### config.mk
export PLATFORM = sky130hd
export DESIGN_NAME = rst_request_combine
export DESIGN_NICKNAME = d
export VERILOG_FILES = /design/src/verilog/clkrst_pkg.sv /design/src/verilog/rst_request_combine.sv
export SDC_FILE = /design/constraint.sdc
export NUM_CORES = 1
export LEC_CHECK = 0
export ABC_CLOCK_PERIOD_IN_PS = 800
export BUFFER_PORTS_ARGS = -buffer_cell sky130_fd_sc_hd__buf_2
export CELL_PAD_IN_SITES_DETAIL_PLACEMENT = 2
export CELL_PAD_IN_SITES_GLOBAL_PLACEMENT = 2
export CORE_MARGIN = 5
export CORE_UTILIZATION = 18
export DETAILED_ROUTE_END_ITERATION = 7
export PLACE_DENSITY = 0.79
export SLEW_MARGIN = 25
export SYNTH_ARGS = -nofsm -noshare
export SYNTH_HDL_FRONTEND = slang
export SYNTH_SLANG_ARGS = --single-unit
### constraint.sdc
create_clock -name iCLK_SERDES_RXREC -period 0.8 [get_ports iCLK_SERDES_RXREC]
set_input_delay 0.16 -clock iCLK_SERDES_RXREC [delete_from_list [all_inputs] [get_ports iCLK_SERDES_RXREC]]
set_output_delay 0.16 -clock iCLK_SERDES_RXREC [all_outputs]
set_load 0.1 [all_outputs]
### src/verilog/clkrst_pkg.sv
// clkrst_pkg
// shared sizes, register map, vector types and stage structs for the
// multi-link fc clock/reset block

package clkrst_pkg;

  ////////////////////////////////////////////////////////////////////////////
  // sizes
  ////////////////////////////////////////////////////////////////////////////
  localparam int N_LINKS     = 4;
  localparam int N_CHAN      = 2 * N_LINKS;   // two serdes channels per link
  localparam int DATA_W      = 32;
  localparam int ADDR_W      = 4;
  localparam int SYNC_STAGES = 2;             // release depth of synchronizers

  // vectors with a meaning of their own
  typedef logic [DATA_W-1:0]  data_t;
  typedef logic [ADDR_W-1:0]  addr_t;
  typedef logic [N_LINKS-1:0] link_vec_t;     // one bit per link
  typedef logic [N_CHAN-1:0]  chan_vec_t;     // [2l] = link l chan 0, [2l+1] = chan 1

  ////////////////////////////////////////////////////////////////////////////
  // register map
  ////////////////////////////////////////////////////////////////////////////
  localparam addr_t ADDR_RSTCTRL0  = 4'd0;
  localparam addr_t ADDR_RSTCTRL1  = 4'd1;
  localparam addr_t ADDR_RSTSTATUS = 4'd2;    // read only

  localparam int RST0_CHIP_BIT  = 0;          // self clearing
  localparam int RST0_LINK_LSB  = 4;
  localparam int RST1_CORE_LSB  = 0;
  localparam int RST1_TX_LSB    = RST1_CORE_LSB + N_LINKS;
  localparam int RST1_RX_LSB    = RST1_TX_LSB + N_LINKS;   // spare field follows
  localparam int STAT_PLL_BIT   = 0;
  localparam int STAT_RXRDY_LSB = 8;

  ////////////////////////////////////////////////////////////////////////////
  // stage to stage bundles
  ////////////////////////////////////////////////////////////////////////////
  typedef struct packed {
    logic  wr_en;
    logic  rd_en;
    addr_t addr;
    data_t wr_data;
  } mm_req_t;

  // software controls, active high
  typedef struct packed {
    logic      chip_rst;
    link_vec_t link_rst;
    link_vec_t link_core_rst;
    link_vec_t link_tx_rst;
    link_vec_t link_rx_rst;
  } rst_ctrl_t;

  // raw requests before the synchronizers, active low
  typedef struct packed {
    logic      core_n;
    link_vec_t link_core_n;
    chan_vec_t chan_tx_n;
    chan_vec_t chan_rx_n;
  } rst_req_t;

endpackage

### src/verilog/rst_request_combine.sv
// rst_request_combine
// merges pad reset, register controls and pll locks into raw active low
// reset requests per domain, one register stage

`timescale 1ns/10ps

module rst_request_combine
(
  input  logic                  iCLK_SERDES_RXREC,
  input  logic                  rst_n,
  input  logic                  uc_rst_pad_n,
  input  logic                  pll_locked,
  input  clkrst_pkg::chan_vec_t atx_pll_locked,
  input  clkrst_pkg::rst_ctrl_t rst_ctrl,
  output clkrst_pkg::rst_req_t  rst_req
);

  import clkrst_pkg::*;

  logic     chip_ok;       // pad released and no chip reset
  rst_req_t req_d;

  assign chip_ok = uc_rst_pad_n & ~rst_ctrl.chip_rst;

  ////////////////////////////////////////////////////////////////////////////
  // request rules
  ////////////////////////////////////////////////////////////////////////////
  always_comb
  begin
    req_d.core_n = chip_ok & pll_locked;

    for (int l = 0; l < N_LINKS; l++)
    begin
      req_d.link_core_n[l] = chip_ok & pll_locked
                           & ~rst_ctrl.link_rst[l]
                           & ~rst_ctrl.link_core_rst[l];
    end

    // each link's controls fan out to both of its channels
    for (int c = 0; c < N_CHAN; c++)
    begin
      req_d.chan_tx_n[c] = chip_ok
                         & ~rst_ctrl.link_rst[c/2]
                         & ~rst_ctrl.link_tx_rst[c/2]
                         & atx_pll_locked[c];          // tx needs its atx pll
      req_d.chan_rx_n[c] = chip_ok
                         & ~rst_ctrl.link_rst[c/2]
                         & ~rst_ctrl.link_rx_rst[c/2]; // rx ignores locks
    end
  end

  // all requests held active while rst_n is low
  always_ff @(posedge iCLK_SERDES_RXREC or negedge rst_n)
  begin
    if (!rst_n)
      rst_req <= '0;
    else
      rst_req <= req_d;
  end

endmodule

# Word level (Yosys, flattened, before mapping)
# Index checks and enable logic that the tools add are counted.
# totals
regBits,20
out_inout_bits,21
mem_count,0
rom_bits,0
ram_bits,0
latchBits,0
# op_classes
add_sub_neg,0
div_mod_pow,0
bitwise,47
mul,0
shift,0
mux,0
reduce_logical,0
n_lt_le_gt_ge,0
n_eq_ne,0
# op_table
op,n
$and A1 B1 Y1,30
$not A1 Y1,17

# Logic depth before layout (Yosys ltp)
# Gate-level depths: netlist of run 1.
# logic_depth
word_depth,5
mapped_depth,3
ltp_nobuf,2

# Worst setup path after synthesis of run 1
# No wires, ideal clock.
# synth_path
path_kind,register -> output
start,reg rst_req[1] (netlist name)
end,out rst_req[1] (netlist name)
setup_slack_ps,-684
path_stages_with_launch,2
arrival_time_ps,1324
cell_sequence,dfrtp_1 buf_4
# synth_rtl
item,line_no,rtl
from (decl),rst_request_combine.sv:15,output clkrst_pkg::rst_req_t rst_req
from (signal assigned),rst_request_combine.sv:58,rst_req <= req_d;
# No word-level cell between the ends.

==> results of run 1 <==
==> power by group <==
part	switching [mW]	leakage [nW]	internal [mW]
logic	0.246	0.333	0.163
clock network	0.271	0.0177	0.186
registers	0.0188	0.202	0.885
==> per-layer routing <==
metal,part of all wire [%],vias up,global-route usage (%)
li1,-,247,-
met1,34,259,9.16
met2,60,32,20.3
met3,6.7,0,1.97
met4,0,0,4.47
met5,0,-,0
==> cell type report <==
class | instances | area share [%]
repair buffers | 53 | 45.7
flip-flops and latches | 17 | 37.2
multi-input cells | 18 | 10.4
well taps | 46 | 4.38
clock buffers | 3 | 1.71
clock inverters | 1 | 0.381
inverters | 1 | 0.285
==> cell families after synthesis <==
| family | after synthesis | synth area share [%] |
|---|---|---|
| buffers and inverters | 6 | 7.48 |
| DFF | 17 | 70.7 |
| and+or+nand+nor | 18 | 21.8 |
==> synthesized netlist by cell type <==
master	count
dfrtp_1	17
buf_4	4
nor4b_1	8
buf_6	1
nor3_1	8
nand3b_1	1
nand2b_4	1
inv_1	1
==> worst min path at each step <==
stage / cells past startpoint / slack [ns] / endpoint
after floorplan: 0 / -0.14 / rst_req[10]$_DFF_PN0_
after global placement: 1 / 0.09 / rst_req[8]$_DFF_PN0_
after detailed placement: 1 / 0.10 / rst_req[9]$_DFF_PN0_
after CTS: 2 / 0.003 / rst_req[16]$_DFF_PN0_
after global routing: 2 / -0.0002 / rst_req[17]$_DFF_PN0_
final: 2 / 0.01 / rst_req[17]$_DFF_PN0_
==> timing repair <==
item	4_1_cts	5_1_grt
setup endpoints to repair	21	22
hold buffers	2	2
endpoints found under the hold margin	18	3
resized for setup	0	1
==> layout by cell type (no fill, tap or decap), types with 3 or more instances in the layout <==
cell type	n
buf_2	28
nor4b_1	8
dlygate4sd3_1	4
nor3_1	7
dfrtp_4	17
buf_12	21
clkbuf_4	3
==> metrics by stage <==
stage               setup slack [ns]  area (sq um)  hold slack (ns)  TNS [ns]
finish                        -0.350          1320           0.0145     -6.83
global route                  -0.380          1320        -0.000182     -7.51
CTS                           -0.365          1290          0.00292     -7.13
detailed placement            -0.209          1240            0.101     -1.27
global placement             -0.0417          1240           0.0861    -0.589
floorplan                     -0.189           716           -0.136    -0.755
==> reports/metrics.yaml, run 1 <==
status: "complete, but fails checks"
violations: "setup timing"
criticalPathCategory: "reg -> out"
clockRootBuffer: "clkbuf_4"
area_delta_synth_final_pct: 119
overflow: 0
syn_nets: 70
drcViolationCount: 0
powerDensity_nw_per_um2: 1350
antenna_found_initial: 0
maxCapViolations: 0
path_depth: 1
synth_cells: 41
post_drt_wl_per_cell_um: 15.1
synth_top_area_share_pct: 70.7
drt_iter0_drc: 9
synth.distinct_cells: 8
fmax_ghz: 0.869
path_max_fanout: 2
rsz0062_at_grt: "yes"
synth-seq-cells: 17
gp_congestion: 0.700
synthTopCellsByArea: "dfrtp_1 71%, nor4b_1 12%, nor3_1 6.7%, buf_4 5.0%, nand2b_4 2.3%"
final_nets: 123
io_buffers: 49
start_util_pct: 18.3
worst_slack_ns: -0.350
cts_tree: "built"
p_leak_nw: 0.553
clkTransAtPathRegs_ns: 0.11
die-area_sq_um: 4600
dp.final_hpwl_mm: 1.81
regMostFlops: "rst_req"
ant_nets: 0
worstPathRequired_ns: 0.64
crit_chain: "buf_12"
grt_pass1_wl_mm: 3.31
endpoint: "rst_req[2]"
fp-row-count: 21
coreArea_sq_um: 3280
num_antenna_cells: 0
finalSetupViolCount: 21
synth_area_leader_cell: "dfrtp_1"
dpl.cell_count: 131
final_cells: 139
hold_viol: 0
critPathSlowestCell: "dfrtp_4"
die-height_um: 67.8
cts.htree.levels: 1
finalCriticalPeriod_ns: 1.15
vias_per_cell: 3.87
reg_top3: "rst_req x17"
register_area_sq_um: 489
cts_buffers: 3
peakVddDrop_mv: 0.453
hp-start: "rst_ctrl[9]"
dr.pass1.iters: 4
hp-class: "in -> reg"
worstMarginPinSlew_ns: 0.357
cts.sinks: 17
synthesis.area_sq_um: 602
grt_usage_pct: 9.91
fillers: 336
end_kind: "primary output"
clk_path_buf_depth: 2
multi_input_area_sq_um: 136
final_util_pct: 40.0
max_slew_margin_pct: 75.9
critPathTopFamily: "flip-flops"
slowest_delay_ns: 0.52
largest_reg_flops: 17
period_share_pct: 144
postCtsSetupRepairBufs: 0
ios: 50
worstSetupStartpointType: "flop"
ys.warnings.count: 0
drive_gt1_share_pct: 77.4
grt_pass1_vias: 685
totalWireLength_mm: 2.10
syn_area_per_cell_sq_um: 14.7
crit_buf_inv: 1
power.total_mw: 1.77
ys_seq_area_share_pct: 70.7
startpoint: "rst_req[3]$_DFF_PN0_"
cp.arrival_ns: 0.99
slew_viol_final: 0
die_w_um: 67.8
vias: 538
grt_start_max_net_pins: 18
(Power assumes the default switching activity.)
==> run 2, diff against run 1 <==
- CORE_ASPECT_RATIO: default -> 0.75
==> reports/metrics.yaml, run 2 (synthesis results as in run 1) <==
powerDensity_nw_per_um2: 1490
die_w_um: 76.8
design_area_sq_um: 1290
cts.htree.levels: 1
slew_viol_final: 0
fmax_ghz: 0.915
peakVddDrop_mv: 0.548
setup_tns_ns: -5.64
largest_reg_flops: 17
critPathSlowestCell: "dfrtp_4"
worstMarginPinSlew_ns: 0.350
die-height_um: 60.1
cts_buffers: 3
final_common_cell: "buf_2"
postCtsSetupRepairBufs: 0
dr.pass1.iters: 3
worst_slack_ns: -0.293
hp-start: "rst_ctrl[0]"
post_drt_wl_per_cell_um: 16.8
drcViolationCount: 0
drt_iter0_drc: 14
ant_nets: 0
overflow: 0
period_share_pct: 137
regMostFlops: "rst_req"
criticalPathCategory: "reg -> out"
drive_gt1_share_pct: 77.8
crit_chain: "buf_12"
finalSetupViolCount: 21
end_kind: "primary output"
area_delta_synth_final_pct: 114
max_slew_margin_pct: 76.4
dpl.cell_count: 125
cts_tree: "built"
critPathTopFamily: "flip-flops"
ios: 50
hold_viol: 0
vias_per_cell: 4.02
rsz0062_at_grt: "yes"
die-area_sq_um: 4610
grt_pass1_vias: 647
gp_congestion: 0.736
final_nets: 120
cp.arrival_ns: 0.93
clockRootBuffer: "clkbuf_8"
start_util_pct: 18.4
worstSetupStartpointType: "flop"
worstPathRequired_ns: 0.64
path_max_fanout: 2
reg_top3: "rst_req x17"
clk_path_buf_depth: 2
coreArea_sq_um: 3270
crit_buf_inv: 1
violations: "setup timing"
power.total_mw: 1.92
layout_common_cells: "28 x buf_2, 21 x buf_12, 17 x dfrtp_4"
p_leak_nw: 0.544
io_buffers: 49
maxCapViolations: 0
grt_start_max_net_pins: 18
antenna_found_initial: 0
grt_usage_pct: 10.6
fp-row-count: 18
slowest_delay_ns: 0.51
hold_path_end: "rst_req[1]$_DFF_PN0_"
hp-class: "in -> reg"
dp.final_hpwl_mm: 1.90
totalWireLength_mm: 2.19
status: "complete, but fails checks"
grt_pass1_wl_mm: 3.64
finalCriticalPeriod_ns: 1.09
clkTransAtPathRegs_ns: 0.06
final_cells: 130
dp_slack_ns: -0.175
whs_path_depth: 2
num_antenna_cells: 0
vias: 522
place_area_sq_um: 1230
post_cts_resized: 0
cts.sinks: 17
[run 2: final cells by class]
type | count | area, sq um
clock buffers | 4 | 45.0
fillers | 325 | 1980
inverters | 1 | 3.75
multi-input cells | 18 | 131
flip-flops and latches | 17 | 489
well taps | 40 | 50.0
repair buffers | 50 | 571
[run 2: metal layers]
metal / GRT usage, % / routed length [um] / vias to the layer above / share of wire, %
met3: 5.12 / 198 / 0 / 9.1
met4: 2.99 / 0 / 0 / 0
met1: 10.1 / 719 / 254 / 33
li1: - / - / 242 / -
met5: 0 / 0 / - / 0
met2: 20.6 / 1270 / 26 / 58
[run 2: power by group]
part           internal, mW  total (mW)  leakage, nW  switching, mW
clock network         0.352       0.615       0.0228          0.263
logic                 0.153       0.400        0.320          0.247
registers             0.887       0.906        0.202         0.0190
total                  1.39        1.92        0.544          0.529
[run 2: per-stage QoR]
| stage | util, % | hold slack, ns |
|---|---|---|
| after floorplan | - | -0.136 |
| after global placement | 37.8 | 0.0924 |
| after detailed placement | 37.8 | 0.0967 |
| after CTS | 39.5 | 0.0623 |
| after global routing | 39.5 | 0.0619 |
| final | 39.5 | 0.0653 |
[run 2: what timing repair did]
action	in CTS	in global routing
endpoints found under the setup margin	21	21
endpoints found under the hold margin	17	0
hold buffers	1	0
[run 2: worst max-delay path by stage]
stage,from,endpoint,slack [ns],cells past startpoint
finish,rst_req[3]$_DFF_PN0_,rst_req[3],-0.29,1
global route,rst_req[6]$_DFF_PN0_,rst_req[6],-0.32,1
CTS,rst_req[6]$_DFF_PN0_,rst_req[6],-0.30,1
detailed placement,rst_ctrl[16],rst_req[15]$_DFF_PN0_,-0.17,3
global placement,rst_ctrl[16],rst_req[14]$_DFF_PN0_,-0.04,3
floorplan,rst_req[1]$_DFF_PN0_,rst_req[1],-0.19,1
