--- src/verilog/clkrst_pkg.sv ---
// clkrst_pkg
// shared sizes, register map, vector types and stage structs for the
// multi-link fc clock/reset block

package clkrst_pkg;

  ////////////////////////////////////////////////////////////////////////////
  // sizes
  ////////////////////////////////////////////////////////////////////////////
  localparam int N_LINKS     = 4;
  localparam int N_CHAN      = 2 * N_LINKS;   // two serdes channels per link
  localparam int DATA_W      = 32;
  localparam int ADDR_W      = 4;
  localparam int SYNC_STAGES = 2;             // release depth of synchronizers

  // vectors with a meaning of their own
  typedef logic [DATA_W-1:0]  data_t;
  typedef logic [ADDR_W-1:0]  addr_t;
  typedef logic [N_LINKS-1:0] link_vec_t;     // one bit per link
  typedef logic [N_CHAN-1:0]  chan_vec_t;     // [2l] = link l chan 0, [2l+1] = chan 1

  ////////////////////////////////////////////////////////////////////////////
  // register map
  ////////////////////////////////////////////////////////////////////////////
  localparam addr_t ADDR_RSTCTRL0  = 4'd0;
  localparam addr_t ADDR_RSTCTRL1  = 4'd1;
  localparam addr_t ADDR_RSTSTATUS = 4'd2;    // read only

  localparam int RST0_CHIP_BIT  = 0;          // self clearing
  localparam int RST0_LINK_LSB  = 4;
  localparam int RST1_CORE_LSB  = 0;
  localparam int RST1_TX_LSB    = RST1_CORE_LSB + N_LINKS;
  localparam int RST1_RX_LSB    = RST1_TX_LSB + N_LINKS;   // spare field follows
  localparam int STAT_PLL_BIT   = 0;
  localparam int STAT_RXRDY_LSB = 8;

  ////////////////////////////////////////////////////////////////////////////
  // stage to stage bundles
  ////////////////////////////////////////////////////////////////////////////
  typedef struct packed {
    logic  wr_en;
    logic  rd_en;
    addr_t addr;
    data_t wr_data;
  } mm_req_t;

  // software controls, active high
  typedef struct packed {
    logic      chip_rst;
    link_vec_t link_rst;
    link_vec_t link_core_rst;
    link_vec_t link_tx_rst;
    link_vec_t link_rx_rst;
  } rst_ctrl_t;

  // raw requests before the synchronizers, active low
  typedef struct packed {
    logic      core_n;
    link_vec_t link_core_n;
    chan_vec_t chan_tx_n;
    chan_vec_t chan_rx_n;
  } rst_req_t;

endpackage

--- src/verilog/clkrst_regs.sv ---
// clkrst_regs
// reset control registers on the simple mm bus: link masks, a self
// clearing chip reset and a live status word, read back two cycles later

`timescale 1ns/10ps

module clkrst_regs
(
  input  logic                  iCLK_SERDES_RXREC,
  input  logic                  rst_n,
  input  clkrst_pkg::mm_req_t   mm_req,
  output clkrst_pkg::data_t     rd_data,
  output logic                  rd_data_v,
  input  logic                  pll_locked,
  input  clkrst_pkg::chan_vec_t rx_ready_sticky,
  output clkrst_pkg::rst_ctrl_t rst_ctrl
);

  import clkrst_pkg::*;

  logic                 chip_rst;          // one cycle pulse
  link_vec_t            link_rst;          // rstctrl0 link field
  logic [4*N_LINKS-1:0] rstctrl1;          // core, tx, rx, spare
  logic                 wr_ctrl0;
  logic                 wr_ctrl1;
  data_t                rd_mux;
  data_t                rd_hold;           // contents at the sampling edge
  logic                 rd_pend;

  assign wr_ctrl0 = mm_req.wr_en && (mm_req.addr == ADDR_RSTCTRL0);
  assign wr_ctrl1 = mm_req.wr_en && (mm_req.addr == ADDR_RSTCTRL1);

  ////////////////////////////////////////////////////////////////////////////
  // write side
  ////////////////////////////////////////////////////////////////////////////
  always_ff @(posedge iCLK_SERDES_RXREC or negedge rst_n)
  begin
    if (!rst_n)
    begin
      chip_rst <= 1'b0;
      link_rst <= '0;
      rstctrl1 <= '0;
    end
    else
    begin
      // only set by a write, drops on the next edge
      chip_rst <= wr_ctrl0 && mm_req.wr_data[RST0_CHIP_BIT];
      if (wr_ctrl0)
        link_rst <= mm_req.wr_data[RST0_LINK_LSB +: N_LINKS];
      if (wr_ctrl1)
        rstctrl1 <= mm_req.wr_data[4*N_LINKS-1:0];
    end
  end

  assign rst_ctrl.chip_rst      = chip_rst;
  assign rst_ctrl.link_rst      = link_rst;
  assign rst_ctrl.link_core_rst = rstctrl1[RST1_CORE_LSB +: N_LINKS];
  assign rst_ctrl.link_tx_rst   = rstctrl1[RST1_TX_LSB +: N_LINKS];
  assign rst_ctrl.link_rx_rst   = rstctrl1[RST1_RX_LSB +: N_LINKS];

  ////////////////////////////////////////////////////////////////////////////
  // read side
  ////////////////////////////////////////////////////////////////////////////
  always_comb
  begin
    rd_mux = '0;                       // unmapped reads 0
    case (mm_req.addr)
      ADDR_RSTCTRL0:
      begin
        rd_mux[RST0_CHIP_BIT]              = chip_rst;
        rd_mux[RST0_LINK_LSB +: N_LINKS]   = link_rst;
      end
      ADDR_RSTCTRL1:
        rd_mux[4*N_LINKS-1:0]              = rstctrl1;
      ADDR_RSTSTATUS:
      begin
        rd_mux[STAT_PLL_BIT]               = pll_locked;   // live, not latched
        rd_mux[STAT_RXRDY_LSB +: N_CHAN]   = rx_ready_sticky;
      end
      default: ;
    endcase
  end

  // valid pipe, two stages
  always_ff @(posedge iCLK_SERDES_RXREC or negedge rst_n)
  begin
    if (!rst_n)
    begin
      rd_pend   <= 1'b0;
      rd_data_v <= 1'b0;
    end
    else
    begin
      rd_pend   <= mm_req.rd_en;
      rd_data_v <= rd_pend;        // one cycle pulse per read
    end
  end

  // data pipe follows valid
  always_ff @(posedge iCLK_SERDES_RXREC)
  begin
    if (mm_req.rd_en)
      rd_hold <= rd_mux;
    if (rd_pend)
      rd_data <= rd_hold;
  end

endmodule

--- config.mk ---
export PLATFORM = sky130hd
export DESIGN_NAME = clkrst_regs
export DESIGN_NICKNAME = d
export VERILOG_FILES = /design/src/verilog/clkrst_pkg.sv /design/src/verilog/clkrst_regs.sv
export SDC_FILE = /design/constraint.sdc
export NUM_CORES = 1
export LEC_CHECK = 0
export BUFFER_PORTS_ARGS = -buffer_cell sky130_fd_sc_hd__buf_2
export CORE_MARGIN = 2
export CORE_UTILIZATION = 38
export CTS_CLUSTER_DIAMETER = 50
export DETAILED_ROUTE_END_ITERATION = 12
export PLACE_DENSITY = 0.75
export SLEW_MARGIN = 5
export SYNTH_ARGS = -nofsm -noshare
export SYNTH_HDL_FRONTEND = slang
export SYNTH_SLANG_ARGS = --single-unit
--- constraint.sdc ---
create_clock -name iCLK_SERDES_RXREC -period 1.98 [get_ports iCLK_SERDES_RXREC]
set_input_delay 0.297 -clock iCLK_SERDES_RXREC [delete_from_list [all_inputs] [get_ports iCLK_SERDES_RXREC]]
set_output_delay 0.297 -clock iCLK_SERDES_RXREC [all_outputs]
set_load 0.01 [all_outputs]
Word level (Yosys, flattened, before mapping)
Cells that the tools add are included.

cells by class
  add/sub/neg operators = 0
  order comparisons = 0
  shifts and indexed selects = 0
  multiplexer cells = 3
  multipliers = 0
  bitwise gates (word level) = 0
  equality and inequality tests = 2
  reductions and logical operators = 4
  div/mod/pow operators = 0

operators with widths
  cell                                                              number
  8-bit one-hot mux with 2 select lines                             1
  4-bit one-hot mux with 2 select lines                             1
  4-bit by 1-bit == test with 1-bit output (second input constant)  1
  4-bit by 2-bit == test with 1-bit output (second input constant)  1
  4-bit zero test                                                   1
  1-bit logical AND                                                 3
  1-bit one-hot mux with 3 select lines                             1

storage, ports and cells
  memories = 0
  word-level logic and storage cells = 17
  bits in registers = 55
  latch bits = 0
  output and inout port bits = 50
  ROM bits = 0
  input bits = 49
  RAM bits = 0

Longest topological paths before layout
Gate-level depths: netlist of the first run.

  word-level depth = 3
  depth in mapped cells = 4
  depth with buffers taken out = 3

Worst setup path before layout of the first run
Ideal clock, no wire load.

  path kind = input -> register
  from = input port mm_req[32] (netlist name)
  to = register rd_hold[10], data pin
  slack = 724 ps
  buffers on the path = 2
  cell stages on the path = 4
  arrival = 1124 ps
  data required time = 1847 ps
  setup time = 133 ps
  cells stage by stage = buf_4 > nor4b_1 > buf_2 > a22o_1

on the way
  cells in the longest elaborated chain, start to end = 2
  elaborated cells on any way between the ends = 3
  those cells by class = eq/ne (2); mux (1)

RTL lines
  item                                                                                                         line                text
  start: declaration                                                                                           clkrst_regs.sv:11   input clkrst_pkg::mm_req_t mm_req,
  4-bit by 2-bit == test with 1-bit output / 4-bit by 1-bit == test with 1-bit output (equally long branches)  clkrst_regs.sv:67   case (mm_req.addr)
  8-bit one-hot mux with 2 select lines *                                                                      clkrst_regs.sv:67
  net rd_mux[10]                                                                                               clkrst_regs.sv:26   data_t rd_mux;
  end signal: assignment                                                                                       clkrst_regs.sv:103  rd_hold <= rd_mux;
  end: declaration                                                                                             clkrst_regs.sv:27   data_t rd_hold;

The timed path passes the listed nets; every way through them passes the cells marked *.
A chain may end at the register's enable or synchronous reset.

Worst setup path after layout of the first run
  from = register rstctrl1[2]
  to = output port rst_ctrl[10] (netlist name)

RTL lines
  item                      line               text
  start: declaration        clkrst_regs.sv:23  logic [4*N_LINKS-1:0] rstctrl1;
  start signal: assignment  clkrst_regs.sv:51  rstctrl1 <= mm_req.wr_data[4*N_LINKS-1:0];
  end: declaration          clkrst_regs.sv:16  output clkrst_pkg::rst_ctrl_t rst_ctrl

No word-level cell between the ends.

==> results of run 1 <==
==> where the power goes <==
part | leakage [nW] | total [mW] | switching, mW | internal (mW)
clock | 0.0374 | 0.585 | 0.338 | 0.247
sequential | 0.609 | 1.43 | 0.0823 | 1.35
combinational | 0.546 | 0.350 | 0.171 | 0.179
==> per-layer routing <==
layer | up-vias | share of wire [%] | track usage [%]
met3 | 7 | 7.0 | 2.89
met2 | 48 | 51 | 18.3
met4 | 0 | 2.6 | 6.27
met1 | 567 | 39 | 13.0
li1 | 578 | - | -
met5 | - | 0 | 0
==> cell type report <==
cell class,count,share of cell area [%]
sequential,55,58.7
clock buffer,6,2.77
timing repair buffer,68,13.3
clock inverter,2,0.478
multi-input combinational,67,21.0
inverter,1,0.143
tap,75,3.59
==> cell families after synthesis <==
kind of cell    count (synthesis)
compound gates                  9
buf+inv                        33
flops                          55
mux                            25
other cells                     1
simple gates                   17
==> worst max-delay path by stage <==
stage	start	to	slack [ps]	cells past startpoint
after floorplan	mm_req[32]	rd_hold[10]	720	4
after global placement	mm_req[32]	rstctrl1[3]	560	3
after detailed placement	mm_req[32]	rstctrl1[0]	530	3
after CTS	rstctrl1[2]	rst_ctrl[10]	810	1
after global routing	rstctrl1[8]	rst_ctrl[0]	770	1
final	rstctrl1[2]	rst_ctrl[10]	820	1
==> flip-flops by register name, summed over array words and instances (netlist names) <==
| signal | flops |
|---|---|
| chip_rst | 1 |
| rd_data | 16 |
| rd_hold | 16 |
| rd_pend | 1 |
| link_rst | 4 |
| rd_data_v | 1 |
| rstctrl1 | 16 |
==> stage by stage <==
stage	util (%)	std cells
detailed placement	43.1	265
global route	44.7	274
global placement	43.1	265
finish	44.7	274
CTS	44.7	274
floorplan	-	155
==> repair_timing <==
action / in CTS / in global routing
endpoints found under the setup margin: 0 / 0
hold endpoints to repair: 23 / 0
hold buffers: 1 / 0
==> layout by cell type (no fill, tap or decap) <==
master         instances
dfrtp_1               23
nor2_1                 6
conb_1                16
nor4b_2                1
or3_1                  1
clkinvlp_2             1
clkbuf_8               5
clkinvlp_4             1
nor2_4                 1
nand4b_4               1
buf_4                  1
mux2i_1                5
a22o_1                 8
and2_1                 4
mux2_2                20
dlygate4sd3_1          1
nand3b_1               1
o21ai_0                1
nor4b_4                1
edfxtp_1              32
inv_1                  1
buf_2                 66
clkbuf_1               1
nand3_1                1
==> flow_metrics.py, run 1 <==
metrics = {
    "status": {
        "status": "finished, final reports clean",
    },
    "cts": {
        "clock_sinks": 55,
        "clock_path_buffers": 2,
        "root_buffer": "clkbuf_8",
        "clock_latency_ps": 300,
        "cts_max_level": 2,
        "cts_setup_buffers": 0,
        "cts_tree": "yes",
        "cts_buffers": 5,
        "ctsResizeCount": 0,
        "path_clk_slew_ps": 90,
    },
    "min_path": {
        "whs_endpoint": "chip_rst",
        "holdPathStages": 3,
        "hold_start": "mm_req[0]",
        "hold_class": "input port to flop",
    },
    "logic_synthesis": {
        "synth_top_cell_area_share_pct": 42.3,
        "synth_commonest_cells": "32 x edfxtp_1, 30 x buf_4, 23 x dfrtp_1, 20 x mux2_2, 8 x a22o_1",
        "synth-seq-area-share_pct": 67.7,
        "yosys.area.top_type": "edfxtp_1",
        "netlist_instances": 140,
        "synth_ff_type": "edfxtp_1",
        "synthAdderAreaFrac_pct": 0,
        "muxShareOfSynthArea_pct": 12.1,
        "synthArstFlopShare_pct": 41.8,
        "yosysMostFrequentCell": "edfxtp_1",
        "synth_compound_area_share_pct": 3.31,
        "yosys-top-cells-area": "edfxtp_1 42%, dfrtp_1 25%, buf_4 9.9%, mux2_2 9.9%, a22o_1 3.1%",
        "synth_cell_type_count": 20,
        "synth-warning-count": 0,
        "avgSynthCellArea_um2": 16.2,
        "synthSimpleGateAreaFrac_pct": 5.90,
        "ys_ff_latch": 55,
        "synth_top_family_by_area": "multiplexers",
        "synth_xor_area_share_pct": 0,
        "synth-edff-count": 32,
        "synthesis.area_um2": 2270,
    },
    "sta": {
        "maxSlewHeadroom_pct": 59.7,
        "finalCritPeriodShare_pct": 58.7,
        "setup_slack_ps": 818,
        "period_needed_ps": 1160,
        "worst_slew_pin_slew_ps": 605,
        "rsz0062_at_grt": "false",
        "finalMaxSlewViolations": 0,
        "setup_tns_ps": 0,
        "whs_ps": 210,
        "clock_skew_ps": 4.18,
        "final-setup-viol-count": 0,
        "max_freq_ghz": 0.861,
        "hold_violations": 0,
    },
    "worst_setup_path": {
        "crit_arrival_ps": 860,
        "cpPeakStageDelay_ps": 410,
        "rr_worst_depth": 0,
        "worst_setup_path_start_kind": "flop",
        "crit_buf_inv": 1,
        "slowest_stage": "dfrtp_1",
        "path_class": "flop to primary output",
        "path_cells": "buf_2",
        "r2r_start": "rd_pend",
        "cp-end-kind": "primary output",
        "r2r_setup_slack_ps": 880,
        "path_delay_family": "flip-flops",
        "crit_path_max_fanout": 3,
        "worstPathRequired_ps": 1680,
        "r2r-end": "rd_data[6]",
    },
    "finish": {
        "fillers": 557,
        "stdcell_area_um2": 2620,
        "n_antenna_cell": 0,
        "drive_gt1_share_pct": 49.2,
        "multi_input_area_um2": 551,
        "fin_nets": 247,
        "areaGrowthSynthToFinish_pct": 15.3,
        "seq_area_um2": 1540,
    },
    "pwr": {
        "ir_worst_vdd_uv": 401,
        "p_per_area_nw_per_um2": 905,
        "power_leakage_nw": 1.19,
        "power_mw": 2.37,
    },
    "placed_design": {
        "dp_slack_ps": 530,
        "gp_congestion": 0.713,
        "io_buffers": 66,
        "dp_hpwl_mm": 2.68,
        "dpl_cell_area_um2": 2520,
    },
    "global_route": {
        "grt_max_degree": 24,
        "grt_remaining_overflow": 0,
        "grt_usage_pct": 11.0,
        "antenna_found_initial": 0,
        "first_global_vias": 1113,
        "grt_pass1_wl_mm": 5.25,
    },
    "floorplanning": {
        "coreArea_um2": 5850,
        "dieHeight_um": 81.3,
        "row_count": 28,
        "dieArea_um2": 6610,
        "start_util_pct": 38.8,
        "die-width_um": 81.3,
        "ioPinCount": 99,
    },
    "routing": {
        "via_count": 1200,
        "routedWlPerCell_um": 12.6,
        "dr.pass1.iters": 2,
        "viasPerCell": 4.38,
        "ant_nets": 0,
        "route.detailed.drc": 0,
        "drt_iter0_drc": 57,
        "drt_wl_total_mm": 3.46,
    },
    "run": {
        "drv_cap": 0,
    },
}
No activity file was read; power rests on OpenSTA's default activity.
==> run 2, diff against run 1 <==
==> constraint.sdc (replaced) <==
create_clock -name iCLK_SERDES_RXREC -period 1.1 [get_ports iCLK_SERDES_RXREC]
set_input_delay 0.165 -clock iCLK_SERDES_RXREC [delete_from_list [all_inputs] [get_ports iCLK_SERDES_RXREC]]
set_output_delay 0.165 -clock iCLK_SERDES_RXREC [all_outputs]
set_load 0.01 [all_outputs]
==> flow_metrics.py, run 2 (synthesis gave the netlist of run 1 again) <==
metrics = {
    "floorplanning": {
        "die-width_um": 81.3,
        "dieHeight_um": 81.3,
        "coreArea_um2": 5850,
        "ioPinCount": 99,
        "start_util_pct": 38.8,
        "row_count": 28,
        "dieArea_um2": 6610,
    },
    "pwr": {
        "power.switching_mw": 1.09,
        "seq_power_share_pct": 56.5,
        "clkPwrFrac_pct": 28.8,
        "ir_worst_vdd_uv": 665,
        "p_per_area_nw_per_um2": 1660,
        "power_frac_comb_pct": 14.7,
        "power_mw": 4.54,
        "internal-power_mw": 3.45,
        "p_sw_share_pct": 23.9,
        "power_leakage_nw": 1.25,
    },
    "worst_setup_path": {
        "crit_buf_inv": 1,
        "slowest_stage": "dfrtp_1",
        "worst_setup_path_start_kind": "flop",
        "crit_arrival_ps": 880,
        "path_cells": "buf_2",
        "path_delay_family": "flip-flops",
        "cp-end-kind": "primary output",
        "worstPathRequired_ps": 940,
        "crit_path_max_fanout": 3,
        "path_class": "flop to primary output",
        "cpPeakStageDelay_ps": 420,
    },
    "sta": {
        "finalMaxSlewViolations": 0,
        "period_needed_ps": 1040,
        "maxSlewHeadroom_pct": 64.6,
        "rsz0062_at_grt": "true",
        "max_freq_ghz": 0.961,
        "final-setup-viol-count": 0,
        "hold_violations": 0,
        "clock_skew_ps": 5.29,
        "finalCritPeriodShare_pct": 94.6,
        "setup_slack_ps": 59.1,
        "worst_slew_pin_slew_ps": 529,
    },
    "routing": {
        "viasPerCell": 4.26,
        "drt_iter0_drc": 56,
        "route.detailed.drc": 0,
        "drt_wl_total_mm": 3.47,
        "routedWlPerCell_um": 12.3,
        "dr.pass1.iters": 4,
        "ant_nets": 0,
        "via_count": 1198,
    },
    "placed_design": {
        "dpl_cell_area_um2": 2600,
        "dp_slack_ps": -367,
        "io_buffers": 66,
        "gp_congestion": 0.795,
    },
    "finish": {
        "mostFrequentLayoutCells": "66 x buf_2, 32 x edfxtp_1, 23 x dfrtp_1, 20 x mux2_2, 16 x conb_1",
        "areaGrowthSynthToFinish_pct": 20.2,
        "mostFrequentLayoutCell": "buf_2",
        "seq_area_um2": 1540,
        "reg.largest.list": "rd_data x16, rd_hold x16, rstctrl1 x16",
        "fillers": 519,
        "stdcell_area_um2": 2730,
        "fin_nets": 254,
        "drive_gt1_share_pct": 51.0,
        "multi_input_area_um2": 559,
        "n_antenna_cell": 0,
    },
    "global_route": {
        "first_global_vias": 1143,
        "grt_usage_pct": 11.5,
        "grt_max_degree": 24,
        "grt_pass1_wl_mm": 5.58,
        "antenna_found_initial": 0,
        "grt_remaining_overflow": 0,
    },
    "cts": {
        "cts_buffers": 5,
        "cts_tree": "yes",
        "cts_max_level": 2,
        "root_buffer": "clkbuf_8",
        "cts_setup_buffers": 0,
        "path_clk_slew_ps": 90,
        "clock_latency_ps": 300,
        "clock_path_buffers": 2,
        "clock_sinks": 55,
    },
    "status": {
        "status": "finished, final reports clean",
    },
    "min_path": {
        "hold_class": "input port to flop",
    },
    "run": {
        "drv_cap": 0,
    },
}
## run 2: path summary, 6_finish.rpt
path                                  start            to  slack (ps)  cells past startpoint
worst max-delay path            rstctrl1[8]   rst_ctrl[0]          60                      1
worst min-delay path              mm_req[0]      chip_rst          70                      3
worst max register to register  rstctrl1[0]    rd_hold[0]          80                      3
worst min register to register   rd_hold[5]    rd_data[5]         420                      0
max in group asynchronous             rst_n  rstctrl1[10]         350                      2
min in group asynchronous             rst_n   rstctrl1[4]         380                      2
## run 2: timing repair
action	CTS	global route
endpoints found under the hold margin	23	0
hold buffers	1	0
resized for setup	1	1
pin swaps	0	2
setup endpoints to repair	8	1
## run 2: final cells by class
cell class,instances,share of cell area [%]
Clock buffer,6,2.66
Timing Repair Buffer,75,15.6
Inverter,1,0.138
Sequential cell,55,56.3
Clock inverter,2,1.38
Tap cell,75,3.44
Multi-Input combinational cell,67,20.5
## run 2: metrics by stage
stage               utilization, %  std cells  TNS (ps)  hold WS (ps)
finish                        46.6        281         0          71.3
global route                  46.6        281     -14.3          49.8
CTS                           46.6        281         0          62.4
detailed placement            44.4        272     -7230           177
global placement              44.4        272     -6550           170
floorplan                        -        155         0          -131
## run 2: routing by layer
| metal | share of wire, % | vias up | track usage (%) |
|---|---|---|---|
| li1 | - | 588 | - |
| met1 | 41 | 561 | 13.4 |
| met2 | 49 | 44 | 18.7 |
| met3 | 8.4 | 5 | 4.44 |
| met4 | 2.0 | 0 | 5.08 |
| met5 | 0 | - | 0 |
## run 2: power by group through the flow
stage / combinational, mW / sequential (mW) / clock [mW]
finish: 0.669 / 2.56 / 1.31
global placement: 0.657 / 2.61 / 0
global route: 0.738 / 2.60 / 1.44
CTS: 0.679 / 2.57 / 1.34
floorplan: 0.499 / 2.62 / 0
detailed placement: 0.672 / 2.61 / 0
==> run 3, diff against run 2 <==
--- a/config.mk
+++ b/config.mk
@@ -6,7 +6,7 @@
 export NUM_CORES = 1
 export LEC_CHECK = 0
 export BUFFER_PORTS_ARGS = -buffer_cell sky130_fd_sc_hd__buf_2
-export CORE_MARGIN = 2
+export CORE_MARGIN = 4
 export CORE_UTILIZATION = 38
 export CTS_CLUSTER_DIAMETER = 50
 export DETAILED_ROUTE_END_ITERATION = 12
==> flow_metrics.py, run 3 (synthesis gave the netlist of run 1 again) <==
metrics = {
    "status": {
        "status": "finished, final reports clean",
    },
    "global_route": {
        "antenna_found_initial": 1,
        "grt_usage_pct": 10.9,
        "grt_pass1_wl_mm": 6.00,
        "grt_max_degree": 24,
        "first_global_vias": 1215,
        "grt_remaining_overflow": 0,
    },
    "worst_setup_path": {
        "worst_setup_path_start_kind": "flop",
        "cpPeakStageDelay_ps": 420,
        "cp_num_cells": 1,
        "slowest_stage": "dfrtp_1",
        "path_delay_family": "flip-flops",
        "path_class": "flop to primary output",
        "cp-end-kind": "primary output",
        "crit_buf_inv": 1,
        "crit_arrival_ps": 880,
        "path_cells": "buf_2",
        "rr_worst_depth": 3,
        "worstPathRequired_ps": 940,
        "crit_path_max_fanout": 3,
    },
    "cts": {
        "cts_buffers": 5,
        "clock_path_buffers": 2,
        "cts_max_level": 2,
        "cts_tree": "yes",
        "clock_sinks": 55,
        "clock_latency_ps": 310,
        "path_clk_slew_ps": 100,
        "root_buffer": "clkbuf_8",
    },
    "floorplanning": {
        "coreArea_um2": 5640,
        "row_count": 27,
        "ioPinCount": 99,
        "die-width_um": 85.3,
        "start_util_pct": 40.2,
        "dieArea_um2": 7270,
        "dieHeight_um": 85.3,
    },
    "sta": {
        "clock_skew_ps": 11.5,
        "setup_tns_ps": 0,
        "setup_slack_ps": 58.1,
        "maxSlewHeadroom_pct": 64.5,
        "finalCritPeriodShare_pct": 94.7,
        "worst_slew_pin_slew_ps": 530,
        "finalMaxSlewViolations": 0,
        "final-setup-viol-count": 0,
        "period_needed_ps": 1040,
        "hold_violations": 0,
        "max_freq_ghz": 0.960,
        "rsz0062_at_grt": "true",
    },
    "placed_design": {
        "io_buffers": 66,
        "dp_slack_ps": -343,
        "dp_hpwl_mm": 2.99,
        "gp_congestion": 0.820,
    },
    "pwr": {
        "power_leakage_nw": 1.26,
        "ir_worst_vdd_uv": 980,
        "p_per_area_nw_per_um2": 1680,
    },
    "routing": {
        "drt_wl_total_mm": 3.78,
        "route.detailed.drc": 0,
        "routedWlPerCell_um": 13.5,
        "drt_iter0_drc": 26,
        "viasPerCell": 4.29,
        "dr.pass1.iters": 4,
        "via_count": 1196,
        "ant_nets": 0,
    },
    "run": {
        "drv_cap": 0,
    },
    "finish": {
        "n_antenna_cell": 0,
        "areaGrowthSynthToFinish_pct": 20.4,
        "mostFrequentLayoutCells": "66 x buf_2, 32 x edfxtp_1, 23 x dfrtp_1, 20 x mux2_2, 16 x conb_1",
        "fin_nets": 255,
        "mostFrequentLayoutCell": "buf_2",
        "fillers": 485,
        "seq_area_um2": 1540,
        "drive_gt1_share_pct": 51.2,
        "multi_input_area_um2": 559,
        "reg.largest.list": "rd_data x16, rd_hold x16, rstctrl1 x16",
    },
    "min_path": {
        "hold_class": "input port to flop",
        "holdPathStages": 3,
    },
}
## run 3: path summary, 6_finish.rpt
check                                to         from  slack (ps)
max in group asynchronous     rd_data_v        rst_n         380
min                            chip_rst    mm_req[0]          60
max                        rst_ctrl[10]  rstctrl1[2]          60
min in group asynchronous   link_rst[1]        rst_n         360
min reg2reg                  rd_data[8]   rd_hold[8]         420
max reg2reg                  rd_hold[0]  rstctrl1[0]          80
## run 3: power breakdown
group	leakage, nW	switching, mW	total, mW	internal (mW)
clock	0.0514	0.634	1.31	0.679
sequential	0.609	0.136	2.57	2.43
combinational	0.599	0.343	0.697	0.354
## run 3: repair_timing
| action | CTS | global route |
|---|---|---|
| setup endpoints to repair | 9 | 2 |
| pin swaps | 0 | 2 |
| endpoints found under the hold margin | 23 | 0 |
| resized for setup | 1 | 1 |
| buffers inserted | 0 | 1 |
| hold buffers | 1 | 0 |
## run 3: layer usage
metal  vias to the layer above  wire [µm]  GRT usage [%]
met5                         -         20              0
met4                         2         79           5.18
met3                         7        290           3.69
met2                        46       1880           18.6
met1                       552       1510           12.1
li1                        589          -              -
## run 3: final cells by class
cell class	instances	area share [%]
clock buffers	6	2.66
clock inverters	2	1.37
inverters	1	0.137
multi-input cells	67	20.5
flip-flops and latches	55	56.2
well taps	72	3.30
repair buffers	76	15.8
## run 3: per-stage QoR
step                area, µm²  util [%]  std cells  hold WS, ps  total power, mW
CTS                      2730      48.3        278         56.6             4.62
finish                   2730      48.4        279         63.6             4.58
global placement         2600      46.0        269          170             3.28
global route             2730      48.4        279         65.4             4.80
detailed placement       2600      46.0        269          185             3.31
floorplan                2340         -        155         -131             3.12
## run 3: worst register-to-register path, stage by stage, from the launching register on
cell and delay, ps:
dfrtp_1 410, mux2i_1 140, o21ai_1 90, and2_1 140
